`config.mk`:
```
export PLATFORM = sky130hd
export DESIGN_NAME = separate_caches
export DESIGN_NICKNAME = d
export VERILOG_FILES = /design/src/cache_pkg.sv /design/src/direct_mapped_cache.sv /design/src/fence_sequencer.sv /design/src/mem_arbiter.sv /design/src/separate_caches.sv
export VERILOG_INCLUDE_DIRS = /design/src
export SDC_FILE = /design/constraint.sdc
export NUM_CORES = 2
export LEC_CHECK = 0
export BUFFER_PORTS_ARGS = -buffer_cell sky130_fd_sc_hd__buf_2
export CORE_ASPECT_RATIO = 0.8
export CORE_MARGIN = 2
export CORE_UTILIZATION = 55
export CTS_CLUSTER_DIAMETER = 40
export DETAILED_ROUTE_END_ITERATION = 16
export PLACE_DENSITY = 0.72
export SETUP_SLACK_MARGIN = 0.05
export SYNTH_ARGS = -nofsm -noshare
export SYNTH_HDL_FRONTEND = slang
export SYNTH_HIERARCHICAL = 1
export SYNTH_SLANG_ARGS = --single-unit
```
`constraint.sdc`:
```
create_clock -name CLK -period 9.8 [get_ports CLK]
set_input_delay 1.96 -clock CLK [delete_from_list [all_inputs] [get_ports CLK]]
set_output_delay 1.96 -clock CLK [all_outputs]
set_load 0.1 [all_outputs]
```
`src/cache_defines.svh`:
```
// address and data widths, line count, uncached boundary and cache instance count
`ifndef CACHE_DEFINES_SVH
`define CACHE_DEFINES_SVH

// ----------------------------------------------------------------------
// bus widths
// ----------------------------------------------------------------------
`define CACHE_ADDR_W 32
`define CACHE_DATA_W 32

// ----------------------------------------------------------------------
// cache geometry
// ----------------------------------------------------------------------
// lines per cache, one word each
`define CACHE_SETS 16
// everything from here up bypasses the arrays
`define CACHE_NONCACHE_START 32'hF000_0000
// index 0 is the instruction cache, index 1 the data cache
`define CACHE_COUNT 2

`endif

```
`src/cache_pkg.sv`:
```
// cache controller, fence opcode and arbiter state enums
package cache_pkg;

    // per-cache controller
    typedef enum logic [2:0] {
        IDLE,
        WRITEBACK,
        FILL,
        UNCACHED,
        FLUSH_SCAN,
        FLUSH_WB
    } cache_state_t;

    // fence opcodes from the pipeline
    typedef enum logic [1:0] {
        FENCE_I,
        FENCE_D,
        FENCE_ALL
    } fence_op_t;

    typedef enum logic {ARB_IDLE, ARB_BUSY} arb_state_t;

endpackage

```
`src/direct_mapped_cache.sv`:
```
// direct-mapped write-back cache with flush and clear walks and an uncached bypass
`timescale 1ns/100ps
`include "cache_defines.svh"

module direct_mapped_cache
    import cache_pkg::*;
(
    input  logic                     CLK,
    input  logic                     rst,
    input  logic [`CACHE_ADDR_W-1:0] proc_addr,
    input  logic                     proc_ren,
    input  logic                     proc_wen,
    input  logic [`CACHE_DATA_W-1:0] proc_wdata,
    output logic [`CACHE_DATA_W-1:0] proc_rdata,
    output logic                     proc_busy,
    output logic [`CACHE_ADDR_W-1:0] mem_addr,
    output logic                     mem_ren,
    output logic                     mem_wen,
    output logic [`CACHE_DATA_W-1:0] mem_wdata,
    input  logic [`CACHE_DATA_W-1:0] mem_rdata,
    input  logic                     mem_busy,
    input  logic                     flush,
    input  logic                     clear,
    output logic                     flush_done,
    output logic                     clear_done
);
    localparam int IDX_W = $clog2(`CACHE_SETS);
    localparam int TAG_W = `CACHE_ADDR_W - IDX_W - 2;

    logic [`CACHE_SETS-1:0]   valid;
    logic [`CACHE_SETS-1:0]   dirty;
    logic [TAG_W-1:0]         tags  [`CACHE_SETS];
    logic [`CACHE_DATA_W-1:0] words [`CACHE_SETS];

    cache_state_t     state;
    logic [IDX_W-1:0] line_cnt;
    logic             walk_flush;

    logic [IDX_W-1:0] idx;
    logic [TAG_W-1:0] ptag;
    logic             req;
    logic             uncached;
    logic             hit;
    logic             walk_req;
    logic             last_line;

    // word addressed, byte offset ignored
    assign idx       = proc_addr[IDX_W+1:2];
    assign ptag      = proc_addr[`CACHE_ADDR_W-1:IDX_W+2];
    assign req       = proc_ren | proc_wen;
    assign uncached  = proc_addr >= `CACHE_NONCACHE_START;
    assign hit       = valid[idx] & (tags[idx] == ptag) & ~uncached;
    assign walk_req  = (flush & ~flush_done) | (clear & ~clear_done);
    assign last_line = line_cnt == IDX_W'(`CACHE_SETS - 1);

    // ----------------------------------------------------------------------
    // processor side
    // ----------------------------------------------------------------------
    always_comb begin
        proc_busy  = 1'b0;
        proc_rdata = words[idx];
        if (req) begin
            case (state)
                IDLE:     proc_busy = walk_req | ~hit;
                UNCACHED: begin
                    proc_busy  = mem_busy;
                    proc_rdata = mem_rdata;
                end
                default:  proc_busy = 1'b1;
            endcase
        end
    end

    // ----------------------------------------------------------------------
    // memory side
    // ----------------------------------------------------------------------
    always_comb begin
        mem_addr  = '0;
        mem_wdata = '0;
        mem_ren   = 1'b0;
        mem_wen   = 1'b0;
        case (state)
            WRITEBACK: begin
                mem_addr  = {tags[idx], idx, 2'b00};
                mem_wdata = words[idx];
                mem_wen   = 1'b1;
            end
            FILL: begin
                mem_addr = {ptag, idx, 2'b00};
                mem_ren  = 1'b1;
            end
            // single pass-through transaction
            UNCACHED: begin
                mem_addr  = proc_addr;
                mem_wdata = proc_wdata;
                mem_ren   = proc_ren;
                mem_wen   = proc_wen;
            end
            FLUSH_WB: begin
                mem_addr  = {tags[line_cnt], line_cnt, 2'b00};
                mem_wdata = words[line_cnt];
                mem_wen   = 1'b1;
            end
            default: ;
        endcase
    end

    // controller, line status and fence walk
    always_ff @(posedge CLK) begin
        if (rst) begin
            state      <= IDLE;
            valid      <= '0;
            dirty      <= '0;
            line_cnt   <= '0;
            walk_flush <= 1'b0;
            flush_done <= 1'b0;
            clear_done <= 1'b0;
        end else begin
            if (!flush) flush_done <= 1'b0;
            if (!clear) clear_done <= 1'b0;
            case (state)
                IDLE: begin
                    if (walk_req) begin
                        // flush goes first when both are pending
                        walk_flush <= flush & ~flush_done;
                        line_cnt   <= '0;
                        state      <= FLUSH_SCAN;
                    end else if (req) begin
                        if (uncached) state <= UNCACHED;
                        else if (hit) dirty[idx] <= dirty[idx] | proc_wen;
                        else if (valid[idx] & dirty[idx]) state <= WRITEBACK;
                        else state <= FILL;
                    end
                end
                WRITEBACK: if (!mem_busy) state <= FILL;
                FILL: begin
                    if (!mem_busy) begin
                        valid[idx] <= 1'b1;
                        dirty[idx] <= 1'b0;
                        state      <= IDLE;
                    end
                end
                UNCACHED: if (!mem_busy) state <= IDLE;
                FLUSH_SCAN: begin
                    if (walk_flush & valid[line_cnt] & dirty[line_cnt]) begin
                        state <= FLUSH_WB;
                    end else begin
                        valid[line_cnt] <= 1'b0;
                        dirty[line_cnt] <= 1'b0;
                        if (last_line) begin
                            if (walk_flush) flush_done <= 1'b1;
                            else clear_done <= 1'b1;
                            state <= IDLE;
                        end else begin
                            line_cnt <= line_cnt + 1'b1;
                        end
                    end
                end
                // back to scan, which then invalidates this line
                FLUSH_WB: begin
                    if (!mem_busy) begin
                        dirty[line_cnt] <= 1'b0;
                        state           <= FLUSH_SCAN;
                    end
                end
                default: state <= IDLE;
            endcase
        end
    end

    // tag and data arrays
    always_ff @(posedge CLK) begin
        if (state == FILL && !mem_busy) begin
            tags[idx]  <= ptag;
            words[idx] <= mem_rdata;
        end else if (state == IDLE && !walk_req && hit && proc_wen) begin
            words[idx] <= proc_wdata;
        end
    end

endmodule

```
`src/fence_sequencer.sv`:
```
// fence sequencer driving per-cache flush and clear levels until each reports done
`timescale 1ns/100ps
`include "cache_defines.svh"

module fence_sequencer
    import cache_pkg::*;
(
    input  logic                    CLK,
    input  logic                    rst,
    input  logic                    fence_req,
    input  fence_op_t               fence_op,
    output logic                    fence_busy,
    output logic [`CACHE_COUNT-1:0] flush,
    output logic [`CACHE_COUNT-1:0] clear,
    input  logic [`CACHE_COUNT-1:0] flush_done,
    input  logic [`CACHE_COUNT-1:0] clear_done
);
    localparam int ICACHE = 0;
    localparam int DCACHE = 1;

    logic [`CACHE_COUNT-1:0] flush_op;
    logic [`CACHE_COUNT-1:0] clear_op;
    logic [`CACHE_COUNT-1:0] flush_left;
    logic [`CACHE_COUNT-1:0] clear_left;

    // opcode to per-cache requests
    always_comb begin
        flush_op = '0;
        clear_op = '0;
        case (fence_op)
            FENCE_I: clear_op[ICACHE] = 1'b1;
            FENCE_D: flush_op[DCACHE] = 1'b1;
            FENCE_ALL: begin
                flush_op[DCACHE] = 1'b1;
                clear_op[ICACHE] = 1'b1;
            end
            default: ;
        endcase
    end

    // bits still waiting on their done
    assign flush_left = flush & ~flush_done;
    assign clear_left = clear & ~clear_done;

    always_ff @(posedge CLK) begin
        if (rst) begin
            fence_busy <= 1'b0;
            flush      <= '0;
            clear      <= '0;
        end else if (!fence_busy) begin
            if (fence_req) begin
                flush      <= flush_op;
                clear      <= clear_op;
                fence_busy <= 1'b1;
            end
        end else begin
            flush <= flush_left;
            clear <= clear_left;
            // last done seen this cycle
            if (flush_left == '0 && clear_left == '0) fence_busy <= 1'b0;
        end
    end

endmodule

```
`src/mem_arbiter.sv`:
```
// fixed-priority arbiter merging the cache memory buses onto one memory bus
`timescale 1ns/100ps
`include "cache_defines.svh"

module mem_arbiter
    import cache_pkg::*;
(
    input  logic                     CLK,
    input  logic                     rst,
    input  logic [`CACHE_ADDR_W-1:0] req_addr  [`CACHE_COUNT],
    input  logic [`CACHE_COUNT-1:0]  req_ren,
    input  logic [`CACHE_COUNT-1:0]  req_wen,
    input  logic [`CACHE_DATA_W-1:0] req_wdata [`CACHE_COUNT],
    output logic [`CACHE_DATA_W-1:0] req_rdata [`CACHE_COUNT],
    output logic [`CACHE_COUNT-1:0]  req_busy,
    output logic [`CACHE_ADDR_W-1:0] mem_addr,
    output logic                     mem_ren,
    output logic                     mem_wen,
    output logic [`CACHE_DATA_W-1:0] mem_wdata,
    input  logic [`CACHE_DATA_W-1:0] mem_rdata,
    input  logic                     mem_busy
);
    localparam int GNT_W = (`CACHE_COUNT > 1) ? $clog2(`CACHE_COUNT) : 1;

    arb_state_t       state;
    logic [GNT_W-1:0] grant;
    logic [GNT_W-1:0] pick;
    logic             any_req;
    logic             gnt_active;

    // highest index wins, so the data cache goes first
    always_comb begin
        pick    = '0;
        any_req = 1'b0;
        for (int i = 0; i < `CACHE_COUNT; i++) begin
            if (req_ren[i] | req_wen[i]) begin
                pick    = GNT_W'(i);
                any_req = 1'b1;
            end
        end
    end

    assign gnt_active = req_ren[grant] | req_wen[grant];

    always_ff @(posedge CLK) begin
        if (rst) begin
            state <= ARB_IDLE;
            grant <= '0;
        end else begin
            case (state)
                ARB_IDLE: begin
                    if (any_req) begin
                        grant <= pick;
                        state <= ARB_BUSY;
                    end
                end
                // release once the memory finishes the transfer
                ARB_BUSY: if (!gnt_active || !mem_busy) state <= ARB_IDLE;
                default:  state <= ARB_IDLE;
            endcase
        end
    end

    // ----------------------------------------------------------------------
    // bus muxing
    // ----------------------------------------------------------------------
    assign mem_addr  = req_addr[grant];
    assign mem_wdata = req_wdata[grant];
    assign mem_ren   = (state == ARB_BUSY) & req_ren[grant];
    assign mem_wen   = (state == ARB_BUSY) & req_wen[grant];

    always_comb begin
        for (int i = 0; i < `CACHE_COUNT; i++) begin
            if (state == ARB_BUSY && grant == GNT_W'(i)) begin
                req_rdata[i] = mem_rdata;
                req_busy[i]  = mem_busy;
            end else begin
                req_rdata[i] = '0;
                req_busy[i]  = 1'b1;
            end
        end
    end

endmodule

```
`src/separate_caches.sv`:
```
// split instruction and data caches with fence sequencer and shared memory arbiter
`timescale 1ns/100ps
`include "cache_defines.svh"

module separate_caches
    import cache_pkg::*;
(
    input  logic                     CLK,
    input  logic                     rst,
    input  logic [`CACHE_ADDR_W-1:0] iproc_addr,
    input  logic                     iproc_ren,
    input  logic                     iproc_wen,
    input  logic [`CACHE_DATA_W-1:0] iproc_wdata,
    output logic [`CACHE_DATA_W-1:0] iproc_rdata,
    output logic                     iproc_busy,
    input  logic [`CACHE_ADDR_W-1:0] dproc_addr,
    input  logic                     dproc_ren,
    input  logic                     dproc_wen,
    input  logic [`CACHE_DATA_W-1:0] dproc_wdata,
    output logic [`CACHE_DATA_W-1:0] dproc_rdata,
    output logic                     dproc_busy,
    input  logic                     fence_req,
    input  fence_op_t                fence_op,
    output logic                     fence_busy,
    output logic [`CACHE_ADDR_W-1:0] mem_addr,
    output logic                     mem_ren,
    output logic                     mem_wen,
    output logic [`CACHE_DATA_W-1:0] mem_wdata,
    input  logic [`CACHE_DATA_W-1:0] mem_rdata,
    input  logic                     mem_busy
);
    // processor buses, index 0 instruction, index 1 data
    logic [`CACHE_ADDR_W-1:0] p_addr  [`CACHE_COUNT];
    logic [`CACHE_COUNT-1:0]  p_ren;
    logic [`CACHE_COUNT-1:0]  p_wen;
    logic [`CACHE_DATA_W-1:0] p_wdata [`CACHE_COUNT];
    logic [`CACHE_DATA_W-1:0] p_rdata [`CACHE_COUNT];
    logic [`CACHE_COUNT-1:0]  p_busy;

    // cache to arbiter
    logic [`CACHE_ADDR_W-1:0] c_addr  [`CACHE_COUNT];
    logic [`CACHE_COUNT-1:0]  c_ren;
    logic [`CACHE_COUNT-1:0]  c_wen;
    logic [`CACHE_DATA_W-1:0] c_wdata [`CACHE_COUNT];
    logic [`CACHE_DATA_W-1:0] c_rdata [`CACHE_COUNT];
    logic [`CACHE_COUNT-1:0]  c_busy;

    logic [`CACHE_COUNT-1:0]  flush;
    logic [`CACHE_COUNT-1:0]  clear;
    logic [`CACHE_COUNT-1:0]  flush_done;
    logic [`CACHE_COUNT-1:0]  clear_done;

    assign p_addr[0]   = iproc_addr;
    assign p_ren[0]    = iproc_ren;
    assign p_wen[0]    = iproc_wen;
    assign p_wdata[0]  = iproc_wdata;
    assign iproc_rdata = p_rdata[0];
    assign iproc_busy  = p_busy[0];
    assign p_addr[1]   = dproc_addr;
    assign p_ren[1]    = dproc_ren;
    assign p_wen[1]    = dproc_wen;
    assign p_wdata[1]  = dproc_wdata;
    assign dproc_rdata = p_rdata[1];
    assign dproc_busy  = p_busy[1];

    fence_sequencer i_fence_sequencer (
        .CLK        (CLK),
        .rst        (rst),
        .fence_req  (fence_req),
        .fence_op   (fence_op),
        .fence_busy (fence_busy),
        .flush      (flush),
        .clear      (clear),
        .flush_done (flush_done),
        .clear_done (clear_done)
    );

    for (genvar g = 0; g < `CACHE_COUNT; g++) begin : g_cache
        direct_mapped_cache i_cache (
            .CLK        (CLK),
            .rst        (rst),
            .proc_addr  (p_addr[g]),
            .proc_ren   (p_ren[g]),
            .proc_wen   (p_wen[g]),
            .proc_wdata (p_wdata[g]),
            .proc_rdata (p_rdata[g]),
            .proc_busy  (p_busy[g]),
            .mem_addr   (c_addr[g]),
            .mem_ren    (c_ren[g]),
            .mem_wen    (c_wen[g]),
            .mem_wdata  (c_wdata[g]),
            .mem_rdata  (c_rdata[g]),
            .mem_busy   (c_busy[g]),
            .flush      (flush[g]),
            .clear      (clear[g]),
            .flush_done (flush_done[g]),
            .clear_done (clear_done[g])
        );
    end

    mem_arbiter i_mem_arbiter (
        .CLK       (CLK),
        .rst       (rst),
        .req_addr  (c_addr),
        .req_ren   (c_ren),
        .req_wen   (c_wen),
        .req_wdata (c_wdata),
        .req_rdata (c_rdata),
        .req_busy  (c_busy),
        .mem_addr  (mem_addr),
        .mem_ren   (mem_ren),
        .mem_wen   (mem_wen),
        .mem_wdata (mem_wdata),
        .mem_rdata (mem_rdata),
        .mem_busy  (mem_busy)
    );

endmodule

```
==> impl_results.md <==
- WHS Path Cells: 2
- Dominant synthesized flop cell: edfxtp_1
- Crit Path Max Fanout: between 90 and 100
- Status: completed
- CTS H-tree depth: 4
- Pwr dens: a little over 200 nW/um^2
- Cell area after synthesis: between 90000 and 100000 sq um
- Clk root buf: clkbuf_16
- DR vias/cell: 7.31
- Total power: between 20000 and 25000 uW
- Critical path required time: 7.84 ns
- Number of routed nets with antenna violations: 0
- Clk sinks: between 1500 and 2000
- Pre-Repair DR Iteration Count: 10
- CP Buf/Inv Count: 4
- Worst slew margin: approximately 14%
- Cell chain of the critical path: buf_8 -> buf_4 -> buf_4 -> mux4_2 -> nand2_1 -> nand3_1 -> a21oi_1 -> o2111ai_1 -> or4_4 -> nor4_4 -> nor3_1 -> buf_2
- First-pass GRT wire length: about 440 mm
- PortBufs: around 300
- Fin crit period: 8.53 ns
- Post-synth EDFFs: 1856
- Crit Path Category: input port to output port
- Cell mode on critical path: buf_4
- Share of layout cells above drive strength 1: a little under two fifths
- Min-Delay Endpoint: g_cache[0].i_cache/valid[14]
- Global route overflow: 0
- Final hold violations: 0
- Post-CTS Hold Buffers: 0
- Area of the multi-input gates: 39400 sq um
- Core area: 179000 sq um
- Worst-Skew Late Latency: about 0.87 ns
- Net Count, Synth: 5914
- Mean Syn Cell Area: ~17 sq um
- Synthesized flop and latch total: 1955
- Die W: around 480 um
- Sequential area share after synthesis: 58.3%
- Worst path max stage delay: between 0.7 and 0.8 ns
- Die footprint: around 180000 sq um
- Max Transition Viols Final: 0
- Postcts setup bufs: 0
- Worst Hold Class: flip-flop to flip-flop
- Ys async rst share: 0%
- I/O pin count: ~300
- Reg-to-reg startpoint: g_cache[1].i_cache/tags[11][15]
- Routed vias: around 63000
- Max frequency: 117 MHz
- Leakage power: ~0.036 uW
- Part of the cycle the worst path needs: 87.0%
- Final setup fails: 0
- Reg2reg end: g_cache[1].i_cache/words[15][7]
- Worst R2R Setup Slack: 4.22 ns
- CP Data Arrival Time: ~6.6 ns
- Startpoint Class: input port
- R2R cell count: 11
- Slew @ Worst Pin: between 1 and 1.5 ns
- Register area: 57800 sq um
- Filler cell count: between 10000 and 15000
- Setup crit end kind: output port
- Hpwl dp: 179 mm
- Synth warn: 6
- Final net count: 6151
- VDD IR-drop max: approximately 0.24 mV
- Vias in the first global route: just over 60000
- DRC Markers: 0
- Worst Setup Slack, final: between 1 and 1.5 ns
- CTS buffer count: 228
- Layout Skew: around 0.040 ns
- Area Growth Syn to Fin: 12.6%
- Clk pin slew, worst setup/hold paths: 0.06 ns
- TritonCTS clock tree: built
- Hold_sp: g_cache[0].i_cache/valid[14]
- Starting density of the core: approximately 55%
- WL/cell: 35.8 um
- Die Y: 383 um
- Clock Path Buffers: 3
- Largest net degree at the start of global routing: 150
- Post-Place Setup Slack: 1.37 ns
- Post-CTS Resized: 0
- Global Route Usage Sum: ~33%
- Post-Synthesis Cells: between 5000 and 6000
- Setup Total Neg Slack: 0 ns
- Critical-path top delay cell: buf_8
- Family with the most delay on the worst path: buffers and inverters
- Max_cap viols: 0
- GPL Wtd Cong: 0.940
- RSZ-0062 raised after global routing: false
- Synth cell types: 88
- Initial DRC count: 9926
- Routed wire length: approximately 300 mm
- Rows: between 100 and 150
- Initial antenna violation count: 24
-- cell usage after synthesis (all sizes together), types with 11 or more instances --
master	count	area, sq um
a211o	18	158
a211oi	27	203
a21oi	191	986
a22o	18	158
a22oi	45	338
a31oi	30	188
and2	110	688
and3	50	313
buf	189	1130
clkbuf	271	1020
dfxtp	99	1980
edfxtp	1856	55700
inv	47	176
mux2	284	3460
mux2i	207	2070
mux4	1051	23700
nand2	340	1280
nand2b	20	125
nand3	33	170
nor2	234	878
nor2b	23	149
nor3	68	363
nor4	12	105
o211ai	11	82.6
o21ai	159	796
o22ai	60	382
o31a	47	412
o31ai	19	143
or3	25	156
xnor2	32	280
xor2	22	193
-- stage by stage --
step           hold slack (ns)  std cells  util (%)  instance area, sq um
2_1_floorplan            0.448       5734         -                 99000
3_3_place_gp             0.483       8138      57.7                103000
3_5_place_dp             0.481       8138      57.7                103000
4_1_cts                  0.495       8566      62.2                111000
5_1_grt                  0.519       8569      62.2                111000
6_report                 0.499       8580      62.2                111000
-- power breakdown --
part	switching, uW	internal (uW)
sequential	174	9380
clock	3650	5350
combinational	3190	1420
total	7020	16200
-- final cells by class --
type,count,share of cell area (%)
Tap cell,2397,2.69
Inverter,52,0.180
Clock buffer,255,5.30
Timing Repair Buffer,467,2.64
Multi-Input combinational cell,3267,35.4
Antenna cell,14,0.0314
Clock inverter,173,1.93
Sequential cell,1955,51.8
-- worst reg2reg max path, stage by stage (launching register included) --
cell and delay, ns:
edfxtp_1 0.38, mux4_2 0.53, xnor2_1 0.14, o21ai_0 0.54, nand2_1 0.12, a21oi_1 0.53, or4b_1 0.58, nor3_4 0.42
nand3_4 0.47, buf_4 0.55, a21oi_4 0.45, buf_4 0.47
-- state kept, by name (all words and copies together), names as in the netlist, 6 cells and up, named ones only --
name	flops
g_cache.i_cache/line_cnt	8
g_cache.i_cache/valid	32
g_cache.i_cache/words	1024
g_cache.i_cache/dirty	32
g_cache.i_cache/state	6
g_cache.i_cache/tags	832
-- worst max path at each step --
stage                        from          to  slack (ns)  depth (start not counted)
floorplan           iproc_addr[2]  iproc_busy        1.71                         12
global placement    iproc_addr[2]  iproc_busy        1.40                         12
detailed placement  iproc_addr[2]  iproc_busy        1.37                         12
CTS                 iproc_addr[2]  iproc_busy        1.35                         12
global route        iproc_addr[2]  iproc_busy        1.09                         12
finish              iproc_addr[2]  iproc_busy        1.27                         12
-- routing by layer --
layer / GRT usage (%) / share of wire, %
met1: 46.5 / 36
met2: 50.0 / 46
met3: 8.00 / 13
met4: 14.3 / 5.0
met5: 0 / 0.022
-- cell usage in the layout, fill, tap and decap left out, drive strengths merged, types with 10 or more instances in the layout --
cell type  instances
clkinvlp          25
mux2             284
clkbuf           255
diode             14
nand3             33
xnor2             32
nand4             10
a211o             18
nor2b             23
clkinv            80
bufinv            36
a211oi            27
a221oi            10
or3               25
mux4            1051
o22ai             60
ha                10
buf              467
a21oi            191
nor2             234
nor3              68
dfxtp             99
a31oi             30
o31ai             19
a22oi             45
a22o              18
nand2b            20
o31a              47
and3              50
nor4              12
xor2              22
inv               84
o21ai            159
edfxtp          1856
mux2i            207
o211ai            11
and2             110
nand2            340
or4               10
-- logic make-up (layout without fill, tap and decap cells) --
kind of cell | count (synthesis) | after routing | synth area share, %
buffers and inverters | 512 | 947 | 2.38
adder cells (fa/ha/maj) | 10 | 10 | 0.126
XOR/XNOR | 54 | 54 | 0.478
AO/OA/AOI/OAI | 704 | 704 | 4.59
AND/OR/NAND/NOR | 957 | 957 | 4.59
multiplexers | 1542 | 1542 | 29.5
flip-flops | 1955 | 1955 | 58.3
other | 0 | 14 | 0
Note: power is estimated with default switching activity, not from simulation.
